**config.mk**
```make
export PLATFORM = sky130hd
export DESIGN_NAME = zports
export DESIGN_NICKNAME = d
export VERILOG_FILES = /design/src/logic/zports_pkg.sv /design/src/logic/port_decode.sv /design/src/logic/xt_regs.sv /design/src/logic/port_read_mux.sv /design/src/logic/zports.sv
export SDC_FILE = /design/constraint.sdc
export NUM_CORES = 1
export LEC_CHECK = 0
export BUFFER_PORTS_ARGS = -buffer_cell sky130_fd_sc_hd__buf_2
export CORE_MARGIN = 3
export CORE_UTILIZATION = 54
export CTS_CLUSTER_DIAMETER = 50
export DETAILED_ROUTE_END_ITERATION = 7
export PLACE_DENSITY_LB_ADDON = 0.1
export SETUP_SLACK_MARGIN = 0.5
export SLEW_MARGIN = 30
export SYNTH_ARGS = -nofsm -noshare
export SYNTH_HDL_FRONTEND = slang
export SYNTH_HIERARCHICAL = 1
export SYNTH_SLANG_ARGS = --single-unit
```
**constraint.sdc**
```tcl
create_clock -name clk -period 3.6 [get_ports clk]
set_input_delay 0.36 -clock clk [delete_from_list [all_inputs] [get_ports clk]]
set_output_delay 0.36 -clock clk [all_outputs]
set_load 0.05 [all_outputs]
```
**src/logic/zports_pkg.sv**
```systemverilog
// z80 port block definitions
package zports_pkg;

	// low address byte of the kept ports
	localparam logic [7:0] PORT_FE         = 8'hFE;
	localparam logic [7:0] PORT_FD         = 8'hFD;    // 7ffd paging, AY when a15 high
	localparam logic [7:0] PORT_FB_COVOX   = 8'hFB;
	localparam logic [7:0] PORT_KJOY       = 8'h1F;
	localparam logic [7:0] PORT_KMOUSE     = 8'hDF;
	localparam logic [7:0] PORT_XT_DEFAULT = 8'hAF;    // extended config port

	// high byte indices behind the extended port
	localparam logic [7:0] XR_XSTAT     = 8'h00;
	localparam logic [7:0] XR_RAMPAGE   = 8'h10;    // four pages, #10 to #13
	localparam logic [7:0] XR_FMADDR    = 8'h15;
	localparam logic [7:0] XR_SYSCONF   = 8'h20;
	localparam logic [7:0] XR_MEMCONF   = 8'h21;
	localparam logic [7:0] XR_FDDVIRT   = 8'h29;
	localparam logic [7:0] XR_INTMASK   = 8'h2A;
	localparam logic [7:0] XR_CACHECONF = 8'h2B;

	// values after reset
	localparam logic [7:0] RST_RAMPAGE0 = 8'h00;
	localparam logic [7:0] RST_RAMPAGE1 = 8'h05;
	localparam logic [7:0] RST_RAMPAGE2 = 8'h02;
	localparam logic [7:0] RST_RAMPAGE3 = 8'h00;
	localparam logic [7:0] RST_MEMCONF  = 8'h04;    // rom mapped, no ram map
	localparam logic [7:0] RST_INTMASK  = 8'h01;    // frame int only
	localparam logic [7:0] RST_SYSCONF  = 8'h00;    // 3.5 MHz

	// 7ffd byte as seen by the classic 128K modes
	typedef struct packed {
		logic [1:0] page_hi;
		logic       lock48;
		logic       rom;
		logic       screen;
		logic [2:0] page;
	} p7ffd_classic_t;

	// 7ffd byte in memconf mode 3, bit 5 extends the page
	typedef struct packed {
		logic [2:0] page_ext;
		logic       rom;
		logic       screen;
		logic [2:0] page;
	} p7ffd_mode3_t;

	// same data byte, decoded by lock mode
	typedef union packed {
		p7ffd_classic_t classic;
		p7ffd_mode3_t   mode3;
	} p7ffd_t;

endpackage

```
**src/logic/port_decode.sv**
```systemverilog
// low address port decoder
`timescale 1ns/1ps

module port_decode #(
	parameter logic [7:0] PORT_XT = zports_pkg::PORT_XT_DEFAULT
) (
	input  logic [15:0] a,
	input  logic        iord,
	input  logic        iowr_s,
	input  logic        iord_s,
	input  logic        dos,

	output logic        porthit,
	output logic        external_port,
	output logic        dataout,

	output logic        sel_fe,
	output logic        sel_xt,
	output logic        sel_kjoy,
	output logic        sel_kmouse,

	output logic        xt_wr,
	output logic        xt_rd,
	output logic        p7ffd_wr,
	output logic        beeper_wr,
	output logic        border_wr,
	output logic        covox_wr
);

	import zports_pkg::*;

	logic [7:0] loa;
	logic       hit_fd;
	logic       hit_covox;
	logic       fe_wr;

	assign loa = a[7:0];

	// address compares
	assign sel_fe     = (loa == PORT_FE);
	assign sel_xt     = (loa == PORT_XT);
	assign sel_kjoy   = (loa == PORT_KJOY);
	assign sel_kmouse = (loa == PORT_KMOUSE);
	assign hit_fd     = (loa == PORT_FD);
	assign hit_covox  = (loa == PORT_FB_COVOX);

	// joystick port collides with the floppy ports in dos
	assign porthit = sel_fe || sel_xt || hit_fd || hit_covox
		|| (sel_kjoy && !dos)
		|| sel_kmouse;

	assign external_port = hit_fd && a[15];    // AY lives outside

	assign dataout = porthit && iord && !external_port;

	// write and read strobes
	assign fe_wr    = sel_fe && iowr_s;
	assign xt_wr    = sel_xt && iowr_s;
	assign xt_rd    = sel_xt && iord_s;
	assign p7ffd_wr = hit_fd && !a[15] && iowr_s;
	assign covox_wr = hit_covox && iowr_s;

	// border and beeper share the FE write
	assign beeper_wr = fe_wr;
	assign border_wr = fe_wr;

endmodule

```
**src/logic/xt_regs.sv**
```systemverilog
// extended config registers and 128K paging
`timescale 1ns/1ps

module xt_regs (
	input  logic                clk,
	input  logic                rst,
	input  zports_pkg::p7ffd_t  din,
	input  logic [7:0]          a_hi,
	input  logic                xt_wr,
	input  logic                p7ffd_wr,
	input  logic                opfetch,

	output logic [31:0]         xt_page,
	output logic [4:0]          fmaddr,
	output logic [7:0]          sysconf,
	output logic [7:0]          memconf,
	output logic [3:0]          cacheconf,
	output logic [3:0]          fddvirt,
	output logic [7:0]          intmask
);

	import zports_pkg::*;

	logic [7:0] d;              // raw byte view for #AF writes
	logic [7:0] rampage [4];
	logic       lock48;
	logic       m1_lock128;     // opfetch latched lock for mode 2
	logic       mode2;
	logic       mode3;
	logic       lock128;
	logic       page_wr;
	logic [2:0] page_hi_sel;

	assign d = din;

	assign mode2 = (memconf[7:6] == 2'b10);
	assign mode3 = (memconf[7:6] == 2'b11);

	always_comb
	begin
		if (mode2)
			lock128 = m1_lock128;
		else
			lock128 = memconf[6];
	end

	// 7ffd is dead once lock48 is set
	assign page_wr = p7ffd_wr && !lock48;

	// bit 5 widens the upper page in mode 3
	always_comb
	begin
		if (mode3)
			page_hi_sel = din.mode3.page_ext;
		else if (lock128)
			page_hi_sel = 3'b000;
		else
			page_hi_sel = {1'b0, din.classic.page_hi};
	end

	always_ff @(posedge clk)
	begin
		if (rst)
			m1_lock128 <= 1'b0;
		else if (opfetch)
			m1_lock128 <= (d[7] == d[6]);
	end

	always_ff @(posedge clk)
	begin
		if (rst)
		begin
			rampage[0] <= RST_RAMPAGE0;
			rampage[1] <= RST_RAMPAGE1;
			rampage[2] <= RST_RAMPAGE2;
			rampage[3] <= RST_RAMPAGE3;
			fmaddr     <= 5'd0;
			sysconf    <= RST_SYSCONF;
			memconf    <= RST_MEMCONF;
			cacheconf  <= 4'h0;    // no cache
			fddvirt    <= 4'h0;
			intmask    <= RST_INTMASK;
			lock48     <= 1'b0;
		end
		else if (page_wr)
		begin
			memconf[0] <= din.classic.rom;
			rampage[3] <= {2'b00, page_hi_sel, din.classic.page};
			if (!mode3)
				lock48 <= din.classic.lock48;
		end
		else if (xt_wr)
		begin
			if (a_hi[7:2] == XR_RAMPAGE[7:2])
				rampage[a_hi[1:0]] <= d;

			case (a_hi)
				XR_FMADDR:    fmaddr <= d[4:0];
				XR_SYSCONF:
				begin
					sysconf   <= d;
					cacheconf <= {4{d[2]}};    // cache follows turbo bit
				end
				XR_MEMCONF:   memconf <= d;
				XR_CACHECONF: cacheconf <= d[3:0];
				XR_FDDVIRT:   fddvirt <= d[3:0];
				XR_INTMASK:   intmask <= d;
				default:
				begin
				end
			endcase
		end
	end

	assign xt_page = {rampage[3], rampage[2], rampage[1], rampage[0]};

endmodule

```
**src/logic/port_read_mux.sv**
```systemverilog
// port read data mux
`timescale 1ns/1ps

module port_read_mux (
	input  logic        clk,
	input  logic        rst,
	input  logic [7:0]  a_hi,

	input  logic        sel_fe,
	input  logic        sel_xt,
	input  logic        sel_kjoy,
	input  logic        sel_kmouse,
	input  logic        xt_rd,

	input  logic [4:0]  keys_in,
	input  logic        tape_read,
	input  logic [4:0]  kj_in,
	input  logic [7:0]  mus_in,
	input  logic [31:0] xt_page,

	output logic [7:0]  dout
);

	import zports_pkg::*;

	logic pwr_up;    // set until the first status read

	always_ff @(posedge clk)
	begin
		if (rst)
			pwr_up <= 1'b1;
		else if (xt_rd && (a_hi == XR_XSTAT))
			pwr_up <= 1'b0;
	end

	// extended port readback
	logic [7:0] xt_dout;

	always_comb
	begin
		case (a_hi)
			XR_XSTAT:            xt_dout = {1'b0, pwr_up, 6'b000000};
			XR_RAMPAGE + 8'd2:   xt_dout = xt_page[23:16];
			XR_RAMPAGE + 8'd3:   xt_dout = xt_page[31:24];
			default:             xt_dout = 8'hFF;
		endcase
	end

	always_comb
	begin
		if (sel_fe)
			dout = {1'b1, tape_read, 1'b0, keys_in};
		else if (sel_xt)
			dout = xt_dout;
		else if (sel_kjoy)
			dout = {3'b000, kj_in};
		else if (sel_kmouse)
			dout = mus_in;
		else
			dout = 8'hFF;    // floating bus
	end

endmodule

```
**src/logic/zports.sv**
```systemverilog
// z80 I/O port block
`timescale 1ns/1ps

module zports (
	input  logic        clk,
	input  logic        rst,

	input  logic [15:0] a,
	input  logic [7:0]  din,
	output logic [7:0]  dout,
	output logic        dataout,
	input  logic        opfetch,

	input  logic        iord,
	input  logic        iord_s,
	input  logic        iowr_s,
	input  logic        dos,

	output logic        porthit,
	output logic        external_port,
	output logic        border_wr,
	output logic        beeper_wr,
	output logic        covox_wr,

	output logic [31:0] xt_page,
	output logic [4:0]  fmaddr,
	output logic [7:0]  sysconf,
	output logic [7:0]  memconf,
	output logic [3:0]  cacheconf,
	output logic [3:0]  fddvirt,
	output logic [7:0]  intmask,

	input  logic        tape_read,
	input  logic [4:0]  keys_in,    // port FE
	input  logic [4:0]  kj_in,
	input  logic [7:0]  mus_in      // xxDF
);

	import zports_pkg::*;

	logic sel_fe;
	logic sel_xt;
	logic sel_kjoy;
	logic sel_kmouse;
	logic xt_wr;
	logic xt_rd;
	logic p7ffd_wr;

	port_decode #(
		.PORT_XT(PORT_XT_DEFAULT)
	) u_decode (
		.a(a),
		.iord(iord),
		.iowr_s(iowr_s),
		.iord_s(iord_s),
		.dos(dos),
		.porthit(porthit),
		.external_port(external_port),
		.dataout(dataout),
		.sel_fe(sel_fe),
		.sel_xt(sel_xt),
		.sel_kjoy(sel_kjoy),
		.sel_kmouse(sel_kmouse),
		.xt_wr(xt_wr),
		.xt_rd(xt_rd),
		.p7ffd_wr(p7ffd_wr),
		.beeper_wr(beeper_wr),
		.border_wr(border_wr),
		.covox_wr(covox_wr)
	);

	xt_regs u_regs (
		.clk(clk),
		.rst(rst),
		.din(din),
		.a_hi(a[15:8]),
		.xt_wr(xt_wr),
		.p7ffd_wr(p7ffd_wr),
		.opfetch(opfetch),
		.xt_page(xt_page),
		.fmaddr(fmaddr),
		.sysconf(sysconf),
		.memconf(memconf),
		.cacheconf(cacheconf),
		.fddvirt(fddvirt),
		.intmask(intmask)
	);

	port_read_mux u_rdmux (
		.clk(clk),
		.rst(rst),
		.a_hi(a[15:8]),
		.sel_fe(sel_fe),
		.sel_xt(sel_xt),
		.sel_kjoy(sel_kjoy),
		.sel_kmouse(sel_kmouse),
		.xt_rd(xt_rd),
		.keys_in(keys_in),
		.tape_read(tape_read),
		.kj_in(kj_in),
		.mus_in(mus_in),
		.xt_page(xt_page),
		.dout(dout)
	);

endmodule

```
### After elaboration in Yosys (flattened, before gate mapping)

Memories as Yosys holds them, arrays and structs flattened.
Cells that the tools add are included.

| storage, ports and cells | value |
|---|---|
| bits in registers | 40 |
| memory bits (writable) | 32 |
| input bits | 50 |
| output and inout port bits | 83 |
| memories kept | 1 |

| cells by class | value |
|---|---|
| eq/ne operators | 18 |
| muxes and demuxes | 26 |
| bitwise logic cells | 3 |
| reduce and logical (&&, ||, !) cells | 34 |

Memory list:

| memory | words | width | read ports | clocked after memory_dff | write ports | RTL line | source |
|---|---|---|---|---|---|---|---|
| u_regs.rampage | 4 | 8 | 4 | 0 | 4 | xt_regs.sv:25 | `logic [7:0] rampage [4];` |

Operators by type and width:

| cell | number |
|---|---|
| $mux 8 | 6 |
| $eq 8x6->1 const B | 5 |
| $eq 8x8->1 const B | 5 |
| $eq 8x5->1 const B | 4 |
| $pmux 8 s3 | 1 |
| $reduce_and 3->1 | 6 |
| $mux 1 | 15 |
| $logic_and 1x1->1 | 12 |
| $logic_not 8->1 | 1 |
| $pmux 4 s2 | 1 |
| $reduce_or 8->1 | 1 |
| $eq 6x3->1 const B | 1 |
| $reduce_bool 2->1 | 3 |
| $logic_or 1x1->1 | 5 |
| $eq 2x2->1 const B | 2 |
| $logic_not 1->1 | 4 |
| $mux 2 | 2 |
| $reduce_and 2->1 | 2 |
| $mux 3 | 1 |
| $not 1->1 | 2 |
| $eq 1x1->1 | 1 |
| $or 1x1->1 | 1 |

### Logic depth before layout (Yosys ltp)

Gate-level depths: netlist of the first run.

| logic depth | value |
|---|---|
| depth after elaboration | 9 |
| mapped depth | 9 |

### Modules after synthesis

The synthesis of the first run kept the hierarchy.

By module, submodules not included:

| module | instances | cells an instance | area an instance (µm²) |
|---|---|---|---|
| xt_regs | 1 | 281 | 2,991.6 |
| port_read_mux | 1 | 74 | 475.5 |
| port_decode | 1 | 30 | 185.2 |

### Least setup slack after synthesis of the first run

No wires, ideal clock.

| path | value |
|---|---|
| kind | input port to output port |
| start | input a[3] |
| end | output border_wr |
| data arrival time | 2,509 ps |
| required time | 3,240 ps |
| setup slack | 731 ps |
| stages | 3 |
| cells stage by stage | nand4_1 -> nor4_1 -> buf_4 |

| on the way | value |
|---|---|
| word-level cells in the longest chain between the ends | 2 |

RTL lines:

| item | RTL line | source |
|---|---|---|
| start, declared | zports.sv:8 | `input logic [15:0] a,` |
| $eq 8x8->1 | port_decode.sv:40 | `assign sel_fe = (loa == PORT_FE);` |
| $logic_and 1x1->1 | port_decode.sv:57 | `assign fe_wr = sel_fe && iowr_s;` |
| end, declared | zports.sv:21 | `output logic border_wr,` |

No other way between the ends.

### Worst setup path after layout of the first run

| path | value |
|---|---|
| start | input a[7] |
| end | output dout[0] |

| on the way | value |
|---|---|
| elaborated cells between the ends (all ways) | 8 |
| classes of those cells | eq/ne (4); mux (4) |

RTL lines:

| item | RTL line | source |
|---|---|---|
| $eq 8x8->1 | port_decode.sv:41 | `assign sel_xt = (loa == PORT_XT);` |
| via sel_xt | zports.sv:42 | `logic sel_xt;` |
| $mux 8 | port_read_mux.sv:53 | `else if (sel_xt)` |
| $mux 8 | port_read_mux.sv:51 | `if (sel_fe)` |
| end, declared | zports.sv:10 | `output logic [7:0] dout,` |

The timed path passes the listed nets, and every way through them passes these cells.

==> results of run 1 <==
-- final cells by class --
type	count	area share
clock buffer	9	0.0275
inverter	7	0.00583
clock inverter	7	0.0139
sequential	72	0.391
multi-input combinational	281	0.389
tap	77	0.0214
timing repair buffer	135	0.152
-- cells by family (layout without fill, tap and decap cells) --
family | count (synthesis) | count (layout) | share of synthesized area
multiplexers | 28 | 28 | 0.0774
AO/OA/AOI/OAI | 81 | 81 | 0.142
buffers and inverters | 32 | 158 | 0.0380
AND/OR/NAND/NOR | 171 | 171 | 0.258
XOR/XNOR | 1 | 1 | 0.00240
flip-flops | 72 | 72 | 0.482
-- final timing paths --
check                         endpoint  slack, ns  depth (start not counted)
setup / recovery               dout[0]       0.94                          8
hold / removal       u_regs/m1_lock128       0.27                          3
setup reg to reg  u_regs/rampage[0][7]       1.61                          4
hold reg to reg         u_rdmux/pwr_up       0.48                          1
-- flip-flops by register name, summed over array words and instances, names as in the netlist --
register,cells
u_regs/memconf,8
u_regs/m1_lock128,1
u_regs/fddvirt,4
u_regs/lock48,1
u_regs/intmask,8
u_rdmux/pwr_up,1
u_regs/rampage,32
u_regs/cacheconf,4
u_regs/fmaddr,5
u_regs/sysconf,8
-- routing by layer --
metal | routed length (um) | part of all wire | vias up | track usage
met5 | 0 | 0 | - | 0
met1 | 3940 | 0.42 | 1597 | 0.300
met3 | 638 | 0.069 | 15 | 0.0512
met4 | 108 | 0.012 | 0 | 0.100
li1 | - | - | 1640 | -
met2 | 4620 | 0.50 | 140 | 0.409
-- cell usage in the layout, fill, tap and decap left out, types with 3 or more instances in the layout --
master / Yosys / layout
buf_2: 6 / 132
nor3b_1: 6 / 6
buf_4: 1 / 3
a211oi_1: 5 / 5
nand2_1: 16 / 16
o21bai_1: 3 / 3
a21oi_1: 27 / 27
nand3b_1: 3 / 3
or4_1: 4 / 4
nor2_1: 51 / 51
nand3_1: 25 / 25
nand2b_1: 3 / 3
or3_1: 3 / 3
inv_1: 7 / 7
clkbuf_8: 0 / 9
and2_1: 12 / 12
edfxtp_1: 32 / 32
or2_2: 3 / 3
nor3_1: 9 / 9
a31oi_1: 3 / 3
mux2i_1: 26 / 26
nor4_1: 5 / 5
dfxtp_1: 40 / 40
clkinvlp_4: 0 / 3
nor2b_1: 12 / 12
o21ai_0: 28 / 28
-- stage by stage --
| stage | util | setup slack, ns |
|---|---|---|
| finish | 0.698 | 0.937 |
| global route | 0.698 | 0.745 |
| CTS | 0.698 | 0.943 |
| detailed placement | 0.669 | 0.669 |
| global placement | 0.669 | 0.752 |
| floorplan | - | 0.731 |
-- report_power, final --
part	switching [mW]	internal [mW]
Combinational	0.152	0.0542
Sequential	0.00728	0.869
Clock	0.340	0.264
Total	0.499	1.19
-- worst register-to-register path, delay by kind of cell (launching register included) --
family / cells / cell delay, ns
AOI/OAI and AO/OA: 1 / 0.57
buffers and inverters: 1 / 0.20
DFF: 1 / 0.36
and+or+nand+nor: 2 / 0.51
==> run_results.csv, run 1 <==
group,metric,value,unit
outcome,status,"complete, no violations",
global_routing,track_usage,0.242,
power,ir_worst_vdd,0.244,mV
routing,first_pass_iters,5,
hold_path,hold_path.class,"in2reg",
setup_path,critical_path_class,"in2out",
routing,wl,9.31,mm
final_layout,fin_cells,588,
routing,drc_errors,0,
yosys,syn_area,0.00365,mm^2
setup_path,end_kind,"output pin",
timing,rsz0062_at_grt,"no",
yosys,synthTopCellsByCount,"51 x nor2_1, 40 x dfxtp_1, 32 x edfxtp_1",
yosys,synth_nets,435,
placed_design,portBuffers,132,
setup_path,start_kind,"primary input",
final_layout,diodes,0,
floorplan,die_w,88.2,um
final_layout,layout-drive-gt1-share,0.323,
floorplan,dieArea,0.00779,mm^2
yosys,yosys.area.top_type,"edfxtp_1",
timing,tns,0,ns
routing,drtAntennaViolNets,0,
setup_path,required,3.24,ns
yosys,synthTopCellsByArea,"edfxtp_1 26%, dfxtp_1 22%, mux2i_1 7.1%, nor2_1 5.2%, o21ai_0 3.8%",
clocking,clock-sinks,72,
clocking,cts_setup_buffers,0,
setup_path,path_cells,"buf_2, nand4_1, or2_2, nor2_1, inv_1, a2111oi_4, a21oi_1, buf_2",
run,maxCapViolations,0,
setup_path,arrival,2.30,ns
hold_path,min_from,"opfetch",
placed_design,hpwlAfterDp,6.83,mm
final_layout,n_fill_cell,556,
final_layout,seq_area,0.00176,mm^2
placed_design,place.gp.congestion,0.854,
setup_path,path_buf_inv,3,
yosys,ys.flop_type,"dfxtp_1",
floorplan,initial_core_util,0.565,
final_layout,finalNetCount,556,
floorplan,die-height,88.2,um
timing,drv_slew,0,
timing,slew-limit-headroom,0.372,
yosys,ys_ff_latch,72,
yosys,synth_top_area_share,0.263,
clocking,cts_tree,"done",
power,p_leak,1.82,nW
yosys,synth_edf_count,32,
timing,min_period,2.66,ns
timing,skew,0.00718,ns
setup_path,crit_start,"a[7]",
yosys,ys_seq_area_frac,0.482,
clocking,clk_latency,0.34,ns
clocking,clk_path_buf_depth,2,
timing,whs,0.274,ns
timing,min_period_over_period,0.740,
yosys,yosys_warnings,6,
setup_path,cp_slowest_cell,"a2111oi_4",
routing,wl_per_cell,15.8,um
floorplan,row_count,29,
final_layout,final_cell_area,0.00451,mm^2
setup_path,cpPeakStageDelay,0.41,ns
setup_path,cp_common_cell,"buf_2",
clocking,path_clk_slew,0.09,ns
placed_design,dp.cells,572,
yosys,synthArstFlopShare,0,
timing,final_hold_viol_count,0,
yosys,avgSynthCellArea,9.49,um^2
clocking,ctsResizeCount,0,
setup_path,critPathTopFamily,"simple AND/OR/NAND/NOR gates",
global_routing,grt_pass1_vias,3124,
timing,setup_viol,0,
power,total_power,1.69,mW
yosys,synth_cell_types,56,
global_routing,grt_pass1_wl,14.6,mm
routing,viasPerCell,5.77,
floorplan,ios,133,
routing,vias,3392,
timing,tightestPinTransition,0.942,ns
setup_path,critPathMaxFanout,8,
yosys,yosysMostFrequentCell,"nor2_1",
final_layout,multi_input_area,0.00175,mm^2
floorplan,core,0.00646,mm^2
routing,drt_iter0_drc,251,
power,power_density,374,mW/mm^2
clocking,cts_buffers,9,
final_layout,area_growth,23.4,%
global_routing,grt_max_degree,55,
setup_path,worstReg2RegStart,"u_regs/lock48",
placed_design,place_area,0.00432,mm^2
clocking,htreeDepth,3,
yosys,netlist_instances,385,
clocking,cts_root_buf,"clkbuf_8",
clocking,postCtsHoldBufs,0,
global_routing,antenna_found_initial,0,
global_routing,grt_overflow,0,
timing,fmax,0.375,GHz
Power figures use the tool's default switching activity.
==> run 2: changes to the inputs <==
Settings changed: CORE_UTILIZATION 54 to 45.
Clock period 3.6 ns to 2.2 ns, I/O delays scaled along.
==> run_results.csv, run 2 (synthesized netlist as in run 1, its figures left out) <==
group,metric,value,unit
setup_path,reg2regPathDepth,3,
clocking,htreeDepth,3,
timing,min_period_over_period,0.859,
final_layout,mostFrequentLayoutCells,"115 x buf_2, 40 x dfxtp_1, 37 x nor2_1, 32 x edfxtp_1",
timing,fin_ws,0.310,ns
placed_design,post-place-ws,-0.0790,ns
setup_path,required,1.98,ns
routing,wl_per_cell,17.4,um
hold_path,whs_path_depth,3,
global_routing,track_usage,0.235,
setup_path,critPathMaxFanout,6,
power,switching_share,0.278,
final_layout,layout-drive-gt1-share,0.561,
final_layout,diodes,0,
clocking,clk_path_buf_depth,2,
power,combPwrFrac,0.145,
outcome,status,"complete, no violations",
timing,slew-limit-headroom,0.514,
setup_path,cp_slowest_cell,"nor4_4",
floorplan,ios,133,
floorplan,dieArea,0.00923,mm^2
floorplan,row_count,32,
setup_path,path_buf_inv,3,
placed_design,portBuffers,132,
hold_path,hold_path.class,"in2reg",
placed_design,place.gp.congestion,0.931,
timing,setup_viol,0,
hold_path,holdPathEnd,"u_regs/m1_lock128",
placed_design,hpwlAfterDp,7.66,mm
power,power_density,534,mW/mm^2
power,switchingPower,853,uW
routing,drt_iter0_drc,257,
routing,drc_errors,0,
routing,first_pass_iters,4,
global_routing,antenna_found_initial,0,
setup_path,end_kind,"output pin",
timing,final_hold_viol_count,0,
clocking,cts_root_buf,"clkbuf_8",
timing,min_period,1.89,ns
run,maxCapViolations,0,
floorplan,initial_core_util,0.468,
timing,skew,0.0115,ns
setup_path,arrival,1.67,ns
clocking,cts_buffers,9,
setup_path,reg2reg_setup_slack,0.65,ns
final_layout,top_register,"u_regs/rampage",
clocking,cts_tree,"done",
power,p_int,2.21,mW
hold_path,min_from,"opfetch",
power,ir_worst_vdd,0.453,mV
setup_path,start_kind,"primary input",
power,total_power,3.07,mW
power,seqPwrFrac,0.468,
setup_path,crit_start,"a[5]",
setup_path,rr_endpoint,"u_regs/rampage[1][2]",
timing,tightestPinTransition,0.729,ns
setup_path,path_cells,"buf_8, nand3b_1, nor4_4, buf_2, nor2b_1, o21ai_1, o21ai_1, a21oi_2, buf_6",
global_routing,grt_pass1_wl,16.6,mm
power,clkPwrFrac,0.387,
floorplan,core,0.00781,mm^2
final_layout,largest_reg_flops,32,
timing,drv_slew,0,
routing,viasPerCell,5.59,
floorplan,die-height,96.1,um
clocking,clock-sinks,72,
final_layout,layout_commonest_cell,"buf_2",
setup_path,worstReg2RegStart,"u_regs/lock48",
routing,wl,11.4,mm
final_layout,fin_cells,656,
floorplan,die_w,96.1,um
setup_path,critical_path_class,"in2out",
clocking,path_clk_slew,0.08,ns
global_routing,grt_pass1_vias,3363,
final_layout,area_growth,57.1,%
routing,drtAntennaViolNets,0,
setup_path,cpPeakStageDelay,0.35,ns
setup_path,cp_common_cell,"o21ai_1",
global_routing,grt_max_degree,29,
timing,rsz0062_at_grt,"yes",
global_routing,grt_overflow,0,
timing,fmax,0.529,GHz
setup_path,critPathTopFamily,"simple AND/OR/NAND/NOR gates",
power,p_leak,2.25,nW
placed_design,dp.cells,620,
final_layout,finalNetCount,599,
clocking,clk_latency,0.35,ns
routing,vias,3664,
-- run 2: layout make-up --
cell class                 instances  area (um^2)
clock buffer                       9          124
tap                              102          128
timing repair buffer             178         1200
multi-input combinational        281         2380
sequential                        72         1760
inverter                           7         38.8
fill                             586         2070
clock inverter                     7          103
-- run 2: metrics by stage --
stage	util	area (um^2)	hold slack [ns]	TNS [ns]
2_1_floorplan	-	3920	0.306	0
3_3_place_gp	0.612	4780	0.447	-0.0354
3_5_place_dp	0.612	4780	0.454	-0.192
4_1_cts	0.674	5260	0.117	0
5_1_grt	0.735	5740	0.127	0
6_report	0.735	5740	0.123	0
-- run 2: power by group through the flow --
stage / sequential [mW] / clock, mW / combinational [mW]
global placement: 1.47 / 0 / 0.374
detailed placement: 1.47 / 0 / 0.379
finish: 1.43 / 1.19 / 0.444
global route: 1.44 / 1.26 / 0.469
floorplan: 1.57 / 0 / 0.134
CTS: 1.43 / 1.20 / 0.406
-- run 2: routing by layer --
| layer | track usage | wire length [um] | vias to the layer above |
|---|---|---|---|
| met5 | 0 | 0 | - |
| met4 | 0.113 | 255 | 0 |
| met3 | 0.0524 | 739 | 23 |
| met2 | 0.393 | 5790 | 156 |
| met1 | 0.285 | 4640 | 1755 |
| li1 | - | - | 1730 |
-- run 2: worst min-delay path, cell delays in order --
cell	delay, ns
buf_2	0.08
mux2i_1	0.06
nor2_1	0.07
-- run 2: worst max path at each step --
| stage | end | slack [ns] | cells after the start |
|---|---|---|---|
| floorplan | u_regs/memconf[1] | 0.21 | 7 |
| global placement | u_regs/memconf[1] | -0.04 | 7 |
| detailed placement | u_regs/memconf[1] | -0.08 | 8 |
| CTS | dout[4] | 0.38 | 9 |
| global route | dout[4] | 0.25 | 9 |
| finish | dout[0] | 0.31 | 9 |
-- run 2: timing repair --
item,4_1_cts,5_1_grt
cloned,1,1
buffers inserted,9,9
endpoints found under the setup margin,83,109
resized for setup,64,99
pin swaps,20,46
hold buffers,0,0
endpoints found under the hold margin,0,0
